--- src/common/rvseed_settings.svh ---
`ifndef RVSEED_SETTINGS_SVH
`define RVSEED_SETTINGS_SVH

// address and data width
`define XLEN 64
// instruction word width
`define INST_W 32

// first fetch address out of reset
`define RESET_PC 64'h0000_0000_8000_0000

// base of the memory slave window
`define MEM_BASE 64'h0000_0000_8000_0000
// 64-bit words in the slave
`define MEM_WORDS 256
// cycles from AR handshake to R valid
`define MEM_LAT 3

// addi x0, x0, 0
`define NOP_INST 32'h0000_0013

`endif

--- src/verilog/pc_gen.sv ---
`timescale 1ns/1ps
`default_nettype none

`include "rvseed_settings.svh"

module pc_gen (
  input  logic             clk,
  input  logic             rst_n,
  input  logic             pc_adv_i,
  input  logic             pc_load_i,
  input  logic [`XLEN-1:0] target_i,
  input  logic             issue_i,
  output logic [`XLEN-1:0] pc_o,
  output logic [`XLEN-1:0] flight_pc_o
);

  // next pc to fetch
  logic [`XLEN-1:0] pc_q;
  // pc of the fetch currently out
  logic [`XLEN-1:0] flight_q;

  // redirect beats sequential advance
  always_ff @(posedge clk or negedge rst_n) begin
    if (!rst_n)
      pc_q <= `RESET_PC;
    else if (pc_load_i)
      pc_q <= target_i;
    else if (pc_adv_i)
      pc_q <= pc_q + `XLEN'd4;
  end

  // follows pc while nothing is issued
  // frozen for the whole fetch so a redirect cannot relabel it
  always_ff @(posedge clk or negedge rst_n) begin
    if (!rst_n)
      flight_q <= `RESET_PC;
    else if (!issue_i)
      flight_q <= pc_q;
  end

  assign pc_o        = pc_q;
  assign flight_pc_o = flight_q;

endmodule

`default_nettype wire
--- config.mk ---
export PLATFORM = sky130hd
export DESIGN_NAME = pc_gen
export DESIGN_NICKNAME = d
export VERILOG_FILES = /design/src/verilog/pc_gen.sv
export VERILOG_INCLUDE_DIRS = /design/src /design/src/common
export SDC_FILE = /design/constraint.sdc
export NUM_CORES = 1
export LEC_CHECK = 0
export BUFFER_PORTS_ARGS = -buffer_cell sky130_fd_sc_hd__buf_2
export CORE_ASPECT_RATIO = 1.5
export CORE_MARGIN = 2
export CORE_UTILIZATION = 46
export CTS_CLUSTER_DIAMETER = 50
export DETAILED_ROUTE_END_ITERATION = 8
export PLACE_DENSITY = 0.79
export SLEW_MARGIN = 0
export SYNTH_ARGS = -nofsm -noshare
export SYNTH_HDL_FRONTEND = slang
export SYNTH_SLANG_ARGS = --single-unit
--- constraint.sdc ---
create_clock -name clk -period 2 [get_ports clk]
set_input_delay 0.3 -clock clk [delete_from_list [all_inputs] [get_ports clk]]
set_output_delay 0.3 -clock clk [all_outputs]
set_load 0.02 [all_outputs]
==> summary.md, run 1 <==
| Metric | Value |
|---|---|
| Top-area cell type share of the netlist area | 0.512 |
| Clock buffer depth | 2 |
| Reg clk slew, reported paths | 0.06 ns |
| Final worst setup slack | 0.0625 ns |
| Comb power frac | 0.204 |
| Period utilization | 0.969 |
| Cell taking the most area after synthesis | dfrtp_1 |
| Most frequent cells in the layout | buf_2 (194), dfrtp_1 (115), buf_4 (88) |
| Fillers | 1,025 |
| Synth Cell Area | 0.00616 mm^2 |
| Post-place setup slack | -0.0553 ns |
| Worst Setup Path Type | flip-flop to flip-flop |
| Die area | 0.0144 mm^2 |
| GR Overflow Total | 0 |
| Num CTS Buffers | 17 |
| RSZ-0062 raised after global routing | true |
| GRT Total Usage | 0.262 |
| Synth-to-layout area growth | 42.6% |
| Crit. End Element | flip-flop |
| Commonest non-fill, non-tap cell in the layout | buf_2 |
| CTS tree | built |
| WP data required | 2.33 ns |
| Syn Inst Count | 600 |
| Slew Limit Headroom | 0.634 |
| Final HPWL DP | 13,300 um |
| DR vias | 5,838 |
| Initial antenna violation count | 1 |
| Psw | 2.33 mW |
| Worst-skew pair later-pin latency | 0.42 ns |
| Minimum clock period | 1.94 ns |
| Seq/Total Area, Yosys | 0.520 |
| Least-Margin Pin Slew | 0.544 ns |
| Avg WL per Cell | 18.2 um |
| Worst Path Arrival | 2.27 ns |
| Clock power share | 0.422 |
| Detail Route Antenna Nets | 0 |
| Status | complete, no violations |
| CTS H-tree depth | 4 |
| Leakage dissipation | 4.02 nW |
| Post-Syn Area per Cell | 10.3 um^2 |
| Final setup viols | 0 |
| Worst-path fanout max | 5 |
| IO Port Bufs | 196 |
| RD Place Congestion | 0.900 |
| Synth area leaders | dfrtp_1 (51%), mux2_2 (9.9%), xnor2_1 (5.7%) |
| Post-synthesis net count | 670 |
| Worst hold path class | input port to flip-flop |
| MaxCap Viol Count | 0 |
| Hold Violations, Final | 0 |
| DRC Markers | 0 |
| Peak supply drop | 0.000776 V |
| TritonRoute pass-1 iters | 5 |
| Vias in the first global route | 5,944 |
| Fin. max-slew vios | 0 |
| Global-route wire length before repair | 29,900 um |
| Rows | 51 |
| Achievable Freq | 516 MHz |
| IO Count | 197 |
| Startpoint types | flip-flop |
| Starting Density | 0.473 |
| Vias per Instance | 5.56 |
| Die X | 98.5 um |
| Pwr Density | 940 mW/mm^2 |
| Die H | 146 um |
| Ys Warns | 0 |
| Total wire length | 19,100 um |
| Final Power | 8.26 mW |
| Final Net Count | 946 |
| Root Driver | clkbuf_16 |
| Violation count after the first detailed-route iteration | 348 |
| CTS Sinks | 128 |
| Clock Skew | 0.00871 ns |
| Sw Share | 0.283 |
| Largest net degree at the start of global routing | 78 |
| Core region area | 0.0130 mm^2 |
| Layout cell share with drive strength beyond 1 | 0.461 |
| Seq pwr share | 0.373 |
| Internal power | 5.92 mW |
| Unique masters post-synth | 44 |
| #FFs+latches synth | 128 |
-- registers in the layout, summed over array words and instances (netlist names) --
name         count
flight_pc_o     64
pc_o            64
-- final timing paths --
path	startpoint	endpoint	slack, ns	cells past startpoint
setup / recovery	pc_o[16]$_DFFE_PN0N_	pc_o[63]$_DFFE_PN0N_	0.06	5
hold / removal	target_i[41]	pc_o[41]$_DFFE_PN0N_	0.09	3
setup reg to reg	pc_o[16]$_DFFE_PN0N_	pc_o[63]$_DFFE_PN0N_	0.06	5
hold reg to reg	flight_pc_o[60]$_DFFE_PN0N_	flight_pc_o[60]$_DFFE_PN0N_	0.48	2
max in group asynchronous	rst_n	flight_pc_o[31]$_DFFE_PN1N_	0.93	3
min in group asynchronous	rst_n	flight_pc_o[7]$_DFFE_PN0N_	0.42	2
-- stage by stage --
step | cell area (um^2) | setup TNS, ns | utilization | hold slack [ns] | std cells
CTS | 8630 | 0 | 0.663 | 0.0819 | 1042
global route | 8790 | -0.177 | 0.675 | 0.102 | 1049
global placement | 7950 | 0 | 0.611 | 0.287 | 1009
detailed placement | 7950 | -0.0594 | 0.611 | 0.289 | 1009
floorplan | 6210 | -0.624 | - | 0.00441 | 600
finish | 8790 | 0 | 0.675 | 0.0911 | 1050
-- repair_timing --
item                                    in CTS  in global routing
resized for setup                            2                 21
buffers inserted                             0                  5
pin swaps                                    0                  6
gates cloned                                 0                  1
hold endpoints to repair                    51                  0
endpoints found under the setup margin       2                 17
hold buffers                                 1                  0
-- routing by layer --
metal,up-vias,routed length (um),global-route usage
li1,2718,-,-
met1,2794,7020,0.298
met2,264,10300,0.469
met3,62,1120,0.0509
met4,0,702,0.121
met5,-,0,0
-- area by class of cell --
type                            instances  area, um^2  area share
Antenna cell                            2        5.00    0.000569
Clock buffer                           23         488      0.0555
Clock inverter                          9         178      0.0202
Inverter                               15        56.3     0.00641
Multi-Input combinational cell        426        2910       0.331
Sequential cell                       128        3220       0.366
Tap cell                              159         199      0.0226
Timing Repair Buffer                  288        1730       0.197
-- power groups by stage --
stage | clock (mW) | combinational [mW] | sequential (mW)
floorplan | 0 | 0.457 | 3.55
global placement | 0 | 1.64 | 3.10
detailed placement | 0 | 1.67 | 3.12
CTS | 3.52 | 1.68 | 3.08
global route | 3.64 | 1.81 | 3.12
finish | 3.49 | 1.69 | 3.08
-- Yosys cell counts, drive strengths merged --
cell type / instances
nand4: 21
or4: 4
o21ai: 65
o31ai: 1
nor2: 25
o31a: 2
ha: 1
nand2: 79
nor4: 23
and4: 7
nor3b: 1
or3b: 2
nand3: 26
xnor2: 40
nor2b: 1
and2: 3
a41o: 1
mux2i: 3
a31oi: 12
o41ai: 2
mux2: 54
inv: 14
dfrtp: 126
buf: 7
and3: 12
a22oi: 2
xor2: 5
a21oi: 2
nand2b: 2
or3: 7
a41oi: 1
clkbuf: 25
nor3: 15
nand4b: 6
clkinv: 1
dfstp: 2
-- cells by family (layout without fill, tap and decap cells) --
| logic type | after synthesis | after routing | synth area share |
|---|---|---|---|
| DFF | 128 | 128 | 0.520 |
| and+or+nand+nor | 234 | 235 | 0.201 |
| buffers and inverters | 47 | 335 | 0.0307 |
| AOI/OAI and AO/OA | 88 | 88 | 0.0790 |
| xor gates and xnor gates | 45 | 45 | 0.0640 |
| other | 0 | 2 | 0 |
| adders and majority gates | 1 | 1 | 0.00203 |
| muxes | 57 | 57 | 0.104 |
-- worst max-delay path, stage by stage (launching register included) --
cell and delay (ns):
dfrtp_1 0.36, and4_4 0.23, nand4_1 0.15, or4_4 0.62, or3_1 0.32, a31oi_1 0.17
Power figures use the tool's default switching activity.
==> inputs of run 2 (changes only) <==
--- a/config.mk
+++ b/config.mk
@@ -6,13 +6,14 @@
 export SDC_FILE = /design/constraint.sdc
 export NUM_CORES = 1
 export LEC_CHECK = 0
+export ABC_AREA = 1
 export BUFFER_PORTS_ARGS = -buffer_cell sky130_fd_sc_hd__buf_2
 export CORE_ASPECT_RATIO = 1.5
 export CORE_MARGIN = 2
-export CORE_UTILIZATION = 46
+export CORE_UTILIZATION = 48
 export CTS_CLUSTER_DIAMETER = 50
 export DETAILED_ROUTE_END_ITERATION = 8
-export PLACE_DENSITY = 0.79
+export PLACE_DENSITY = 0.8
 export SLEW_MARGIN = 0
 export SYNTH_ARGS = -nofsm -noshare
 export SYNTH_HDL_FRONTEND = slang
==> summary.md, run 2 <==
| Metric | Value |
|---|---|
| Least-Margin Pin Slew | 0.633 ns |
| Worst-path fanout max | 5 |
| Most common library cells after synthesis | nand2_1 (281), dfrtp_1 (126), nor2_1 (109), inv_1 (86), o21ai_0 (70) |
| Top-area cell type share of the netlist area | 0.453 |
| IO Count | 197 |
| Hold_sp | target_i[1] |
| Worst hold path class | input port to flip-flop |
| Clock buffer depth | 2 |
| Detail Route Antenna Nets | 0 |
| DRC Markers | 0 |
| Syn Inst Count | 920 |
| Unique masters post-synth | 28 |
| Commonest non-fill, non-tap cell in the layout | nand2_1 |
| Synth Cell Area | 0.00696 mm^2 |
| Clock Skew | 0.00938 ns |
| Starting Density | 0.493 |
| Most instantiated library cell after synthesis | nand2_1 |
| Hold path depth | 3 |
| Avg WL per Cell | 18.0 um |
| Reg clk slew, reported paths | 0.06 ns |
| Status | complete, no violations |
| Seq/Total Area, Yosys | 0.460 |
| RSZ-0062 raised after global routing | false |
| Number of synthesized flops with an enable pin | 0 |
| WP data required | 2.31 ns |
| CTS H-tree depth | 4 |
| Num CTS Buffers | 17 |
| Vias per Instance | 5.44 |
| Worst Path Arrival | 2.17 ns |
| Synth area leaders | dfrtp_1 (45%), nand2_1 (15%), nor2_1 (5.9%) |
| Rows | 53 |
| Final HPWL DP | 18,000 um |
| Total wire length | 24,000 um |
| Core region area | 0.0141 mm^2 |
| TritonRoute pass-1 iters | 6 |
| Initial antenna violation count | 1 |
| Peak supply drop | 0.000600 V |
| Hold_ws | 0.0757 ns |
| Pwr Density | 920 mW/mm^2 |
| Largest net degree at the start of global routing | 69 |
| Worst Hold Endpoint | pc_o[1]$_DFFE_PN0P_ |
| Root Driver | clkbuf_16 |
| Ys Warns | 0 |
| #FFs+latches synth | 128 |
| Final setup viols | 0 |
| MaxCap Viol Count | 0 |
| Most common flop cell mapped by yosys | dfrtp_1 |
| R2r setup slk | 0.14 ns |
| DR vias | 7,279 |
| Worst Setup Path Type | flip-flop to flip-flop |
| Die H | 152 um |
| Leakage dissipation | 4.48 nW |
| GR Overflow Total | 0 |
| Minimum clock period | 1.86 ns |
| Slew Limit Headroom | 0.577 |
| Synth-to-layout area growth | 29.6% |
| Achievable Freq | 538 MHz |
| Async SR Flop Fraction | 1.00 |
| Hold Violations, Final | 0 |
| IO Port Bufs | 196 |
| Fin. max-slew vios | 0 |
| CTS tree | built |
| Setup TNS | 0 ns |
| Fillers | 1,257 |
| Cell taking the most area after synthesis | dfrtp_1 |
| Layout cell share with drive strength beyond 1 | 0.263 |
| Die area | 0.0155 mm^2 |
| Violation count after the first detailed-route iteration | 553 |
| Final Power | 8.30 mW |
| CTS Sinks | 128 |
| Die X | 102 um |
| Final Net Count | 1,201 |
| Worst-skew pair later-pin latency | 0.43 ns |
| Vias in the first global route | 7,245 |
| RR Endpoint | pc_o[62]$_DFFE_PN0N_ |
| RD Place Congestion | 1.01 |
| Global-route wire length before repair | 37,200 um |
| Reg2Reg Depth | 10 |
| Startpoint types | flip-flop |
| Period utilization | 0.930 |
| Post-Syn Area per Cell | 7.57 um^2 |
| Crit. End Element | flip-flop |
| Worst r2r src | pc_o[2]$_DFFE_PN0N_ |
| Post-synthesis net count | 990 |
| Most frequent cells in the layout | nand2_1 (281), buf_2 (194), dfrtp_1 (126) |
| GRT Total Usage | 0.318 |
[run 2: worst max path at each step]
stage	slack (ns)	end	from	depth (start not counted)
2_1_floorplan	0.29	pc_o[58]$_DFFE_PN0N_	pc_o[3]$_DFFE_PN0N_	10
3_3_place_gp	0.17	pc_o[62]$_DFFE_PN0N_	pc_o[3]$_DFFE_PN0N_	10
3_5_place_dp	0.12	pc_o[62]$_DFFE_PN0N_	pc_o[3]$_DFFE_PN0N_	10
4_1_cts	0.09	pc_o[62]$_DFFE_PN0N_	pc_o[3]$_DFFE_PN0N_	10
5_1_grt	0.03	pc_o[58]$_DFFE_PN0N_	pc_o[2]$_DFFE_PN0N_	10
6_report	0.14	pc_o[62]$_DFFE_PN0N_	pc_o[2]$_DFFE_PN0N_	10
[run 2: routing by layer]
metal / track usage / share of wire / vias to the layer above / wire, um
li1: - / - / 3421 / -
met2: 0.546 / 0.51 / 344 / 12400
met1: 0.377 / 0.38 / 3433 / 9130
met5: 0 / 0 / - / 0
met4: 0.154 / 0.045 / 0 / 1070
met3: 0.0628 / 0.060 / 81 / 1450
[run 2: cells by family (layout without fill, tap and decap cells)]
group / Yosys count / count (layout) / share of synthesized area
mux: 10 / 10 / 0.0162
simple gates: 483 / 483 / 0.293
compound gates: 156 / 156 / 0.135
fa+ha+maj: 1 / 1 / 0.00180
xor+xnor: 22 / 22 / 0.0277
flops: 128 / 128 / 0.460
other cells: 0 / 1 / 0
buf+inv: 120 / 344 / 0.0658
[run 2: worst max-delay path: stages (launching register included)]
cell and delay (ns):
dfrtp_1 0.41, ha_2 0.25, inv_1 0.09, nor2_2 0.20, nand2_4 0.11, inv_1 0.09, nand2_1 0.06, nor2_2 0.25
nand3_1 0.12, nand3_1 0.10, nand2_1 0.05
[run 2: area by class of cell]
type / count / area (um^2) / share of cell area
Multi-Input combinational cell: 672 / 3310 / 0.367
Sequential cell: 128 / 3210 / 0.355
Timing Repair Buffer: 224 / 1270 / 0.141
Clock buffer: 20 / 457 / 0.0506
Inverter: 88 / 330 / 0.0366
Tap cell: 192 / 240 / 0.0266
Clock inverter: 12 / 205 / 0.0227
Antenna cell: 1 / 2.50 / 0.000277
[run 2: per-stage QoR]
step | setup WS (ns) | cells | instance area (um^2) | utilization
floorplan | 0.287 | 920 | 6960 | -
global placement | 0.172 | 1302 | 8340 | 0.590
detailed placement | 0.119 | 1302 | 8340 | 0.590
CTS | 0.0943 | 1335 | 9010 | 0.638
global route | 0.0259 | 1336 | 9020 | 0.639
finish | 0.140 | 1337 | 9020 | 0.639
[run 2: report_power, final]
| part | internal (mW) | switching [mW] | leakage (nW) |
|---|---|---|---|
| registers | 2.89 | 0.309 | 1.58 |
| logic | 0.547 | 1.05 | 2.59 |
| clock network | 2.29 | 1.22 | 0.317 |
| total | 5.72 | 2.57 | 4.48 |
[run 2: timing repair]
action,CTS,global route
buffers inserted,0,1
setup endpoints to repair,0,3
endpoints found under the hold margin,22,0
hold buffers,1,0
resized for setup,0,1
==> inputs of run 3 (changes only) <==
--- a/config.mk
+++ b/config.mk
@@ -13,7 +13,7 @@
 export CORE_UTILIZATION = 48
 export CTS_CLUSTER_DIAMETER = 50
 export DETAILED_ROUTE_END_ITERATION = 8
-export PLACE_DENSITY = 0.8
+export PLACE_DENSITY_LB_ADDON = 0.05
 export SLEW_MARGIN = 0
 export SYNTH_ARGS = -nofsm -noshare
 export SYNTH_HDL_FRONTEND = slang
==> summary.md, run 3 (same netlist as run 2, synthesis figures left out) <==
| Metric | Value |
|---|---|
| Worst Setup Path Type | flip-flop to flip-flop |
| Final Net Count | 1,194 |
| Die X | 102 um |
| DRC Markers | 0 |
| Achievable Freq | 545 MHz |
| GRT Total Usage | 0.313 |
| GR Overflow Total | 0 |
| Num CTS Buffers | 17 |
| Avg WL per Cell | 18.1 um |
| Layout cell share with drive strength beyond 1 | 0.261 |
| Crit path to | pc_o[42]$_DFFE_PN0N_ |
| RD Place Congestion | 1.01 |
| Worst-path fanout max | 6 |
| Pwr Density | 880 mW/mm^2 |
| Finished Layout Cells | 1,329 |
| Violation count after the first detailed-route iteration | 463 |
| Final HPWL DP | 18,300 um |
| Most frequent cells in the layout | nand2_1 (281), buf_2 (194), dfrtp_1 (126) |
| TritonRoute pass-1 iters | 5 |
| Core region area | 0.0141 mm^2 |
| Vias in the first global route | 6,864 |
| RSZ-0062 raised after global routing | false |
| Crit. End Element | flip-flop |
| Gr busiest metal | met2 |
| Fin. max-slew vios | 0 |
| MaxCap Viol Count | 0 |
| M2 GR Usage | 0.552 |
| DR vias | 7,112 |
| Worst Path Arrival | 2.15 ns |
| Vias per Instance | 5.35 |
| Final core occ | 0.629 |
| Least-Margin Pin Slew | 0.481 ns |
| Post-CTS Repair Setup Buffers | 0 |
| Commonest non-fill, non-tap cell in the layout | nand2_1 |
| Synth-to-layout area growth | 27.6% |
| Met1 GRT Util | 0.373 |
| CTS Sinks | 128 |
| Clock power share | 0.391 |
| Hold Violations, Final | 0 |
| Slew Limit Headroom | 0.679 |
| Reg clk slew, reported paths | 0.06 ns |
| Die area | 0.0155 mm^2 |
| Rows | 53 |
| Die H | 152 um |
| Sw Share | 0.338 |
| Worst-skew pair later-pin latency | 0.43 ns |
| Reg2Reg Depth | 10 |
| Psw | 2.64 mW |
| CTS tree | built |
| Setup TNS | 0 ns |
| Largest net degree at the start of global routing | 71 |
| CTS H-tree depth | 4 |
| Root Driver | clkbuf_16 |
| Total wire length | 24,000 um |
| Startpoint types | flip-flop |
| Internal power | 5.18 mW |
| Placed cells | 1,296 |
| RR Endpoint | pc_o[42]$_DFFE_PN0N_ |
| Final setup viols | 0 |
| Period utilization | 0.917 |
| Seq pwr share | 0.410 |
| Comb power frac | 0.199 |
| Minimum clock period | 1.83 ns |
| WP data required | 2.31 ns |
| Global-route wire length before repair | 36,400 um |
| Worst hold path class | input port to flip-flop |
| Fillers | 1,389 |
| Starting Density | 0.493 |
| Leakage dissipation | 4.40 nW |
| # diodes | 0 |
| Initial antenna violation count | 1 |
| IO Count | 197 |
| IO Port Bufs | 196 |
| Clock buffer depth | 2 |
| Status | complete, no violations |
| Global Route met3 Usage | 0.0555 |
| Crit. Startpoint | pc_o[3]$_DFFE_PN0N_ |
| Peak supply drop | 0.000498 V |
| R2r setup slk | 0.17 ns |
| Detail Route Antenna Nets | 0 |
| Clock Skew | 0.0130 ns |
| Worst r2r src | pc_o[3]$_DFFE_PN0N_ |
## run 3: worst max-delay path: stages (launching register included)
cell	delay, ns
dfrtp_1	0.42
ha_2	0.25
inv_1	0.07
nor2_2	0.18
nand2_4	0.12
nor2_8	0.20
nand2_2	0.15
nor2_1	0.12
nand2_1	0.05
nand3_1	0.07
nand2_1	0.06
## run 3: stage by stage
stage          setup slack, ns  area, um^2  power (mW)  hold WS (ns)
2_1_floorplan            0.287        6960        4.09       0.00441
3_3_place_gp             0.166        8300        4.79         0.166
3_5_place_dp             0.124        8300        4.81         0.166
4_1_cts                  0.102        8880        7.86        0.0806
5_1_grt                 0.0418        8880        8.15        0.0937
6_report                 0.166        8880        7.82        0.0775
## run 3: how the worst min path moves through the flow
stage	from	endpoint	slack (ns)	cells past startpoint
2_1_floorplan	rst_n	flight_pc_o[0]$_DFFE_PN0N_	0.004	0
3_3_place_gp	rst_n	flight_pc_o[52]$_DFFE_PN0N_	0.17	1
3_5_place_dp	rst_n	flight_pc_o[54]$_DFFE_PN0N_	0.17	1
4_1_cts	target_i[0]	pc_o[0]$_DFFE_PN0P_	0.08	3
5_1_grt	target_i[0]	pc_o[0]$_DFFE_PN0P_	0.09	3
6_report	target_i[0]	pc_o[0]$_DFFE_PN0P_	0.08	3
## run 3: area by class of cell
cell class,count,area (um^2),area share
repair buffers,217,1220,0.138
well taps,192,240,0.0270
clock inverters,14,130,0.0146
multi-input cells,672,3310,0.373
flip-flops and latches,128,3210,0.361
inverters,88,330,0.0372
clock buffers,18,439,0.0494
## run 3: routing by layer
metal / share of wire / wire length, um
met5: 0.00054 / 13
met1: 0.39 / 9240
met4: 0.038 / 911
met2: 0.52 / 12500
met3: 0.057 / 1360
## run 3: power groups by stage
stage               clock network (mW)  logic [mW]  registers, mW
CTS                               3.09        1.57           3.20
detailed placement                   0        1.56           3.24
global placement                     0        1.55           3.24
finish                            3.06        1.56           3.21
global route                      3.20        1.71           3.24
floorplan                            0       0.539           3.55
## run 3: timing repair
action                     in CTS  in global routing
gates resized for setup         0                  3
hold buffers                    1                  0
setup endpoints to repair       0                  4
hold endpoints to repair       19                  0
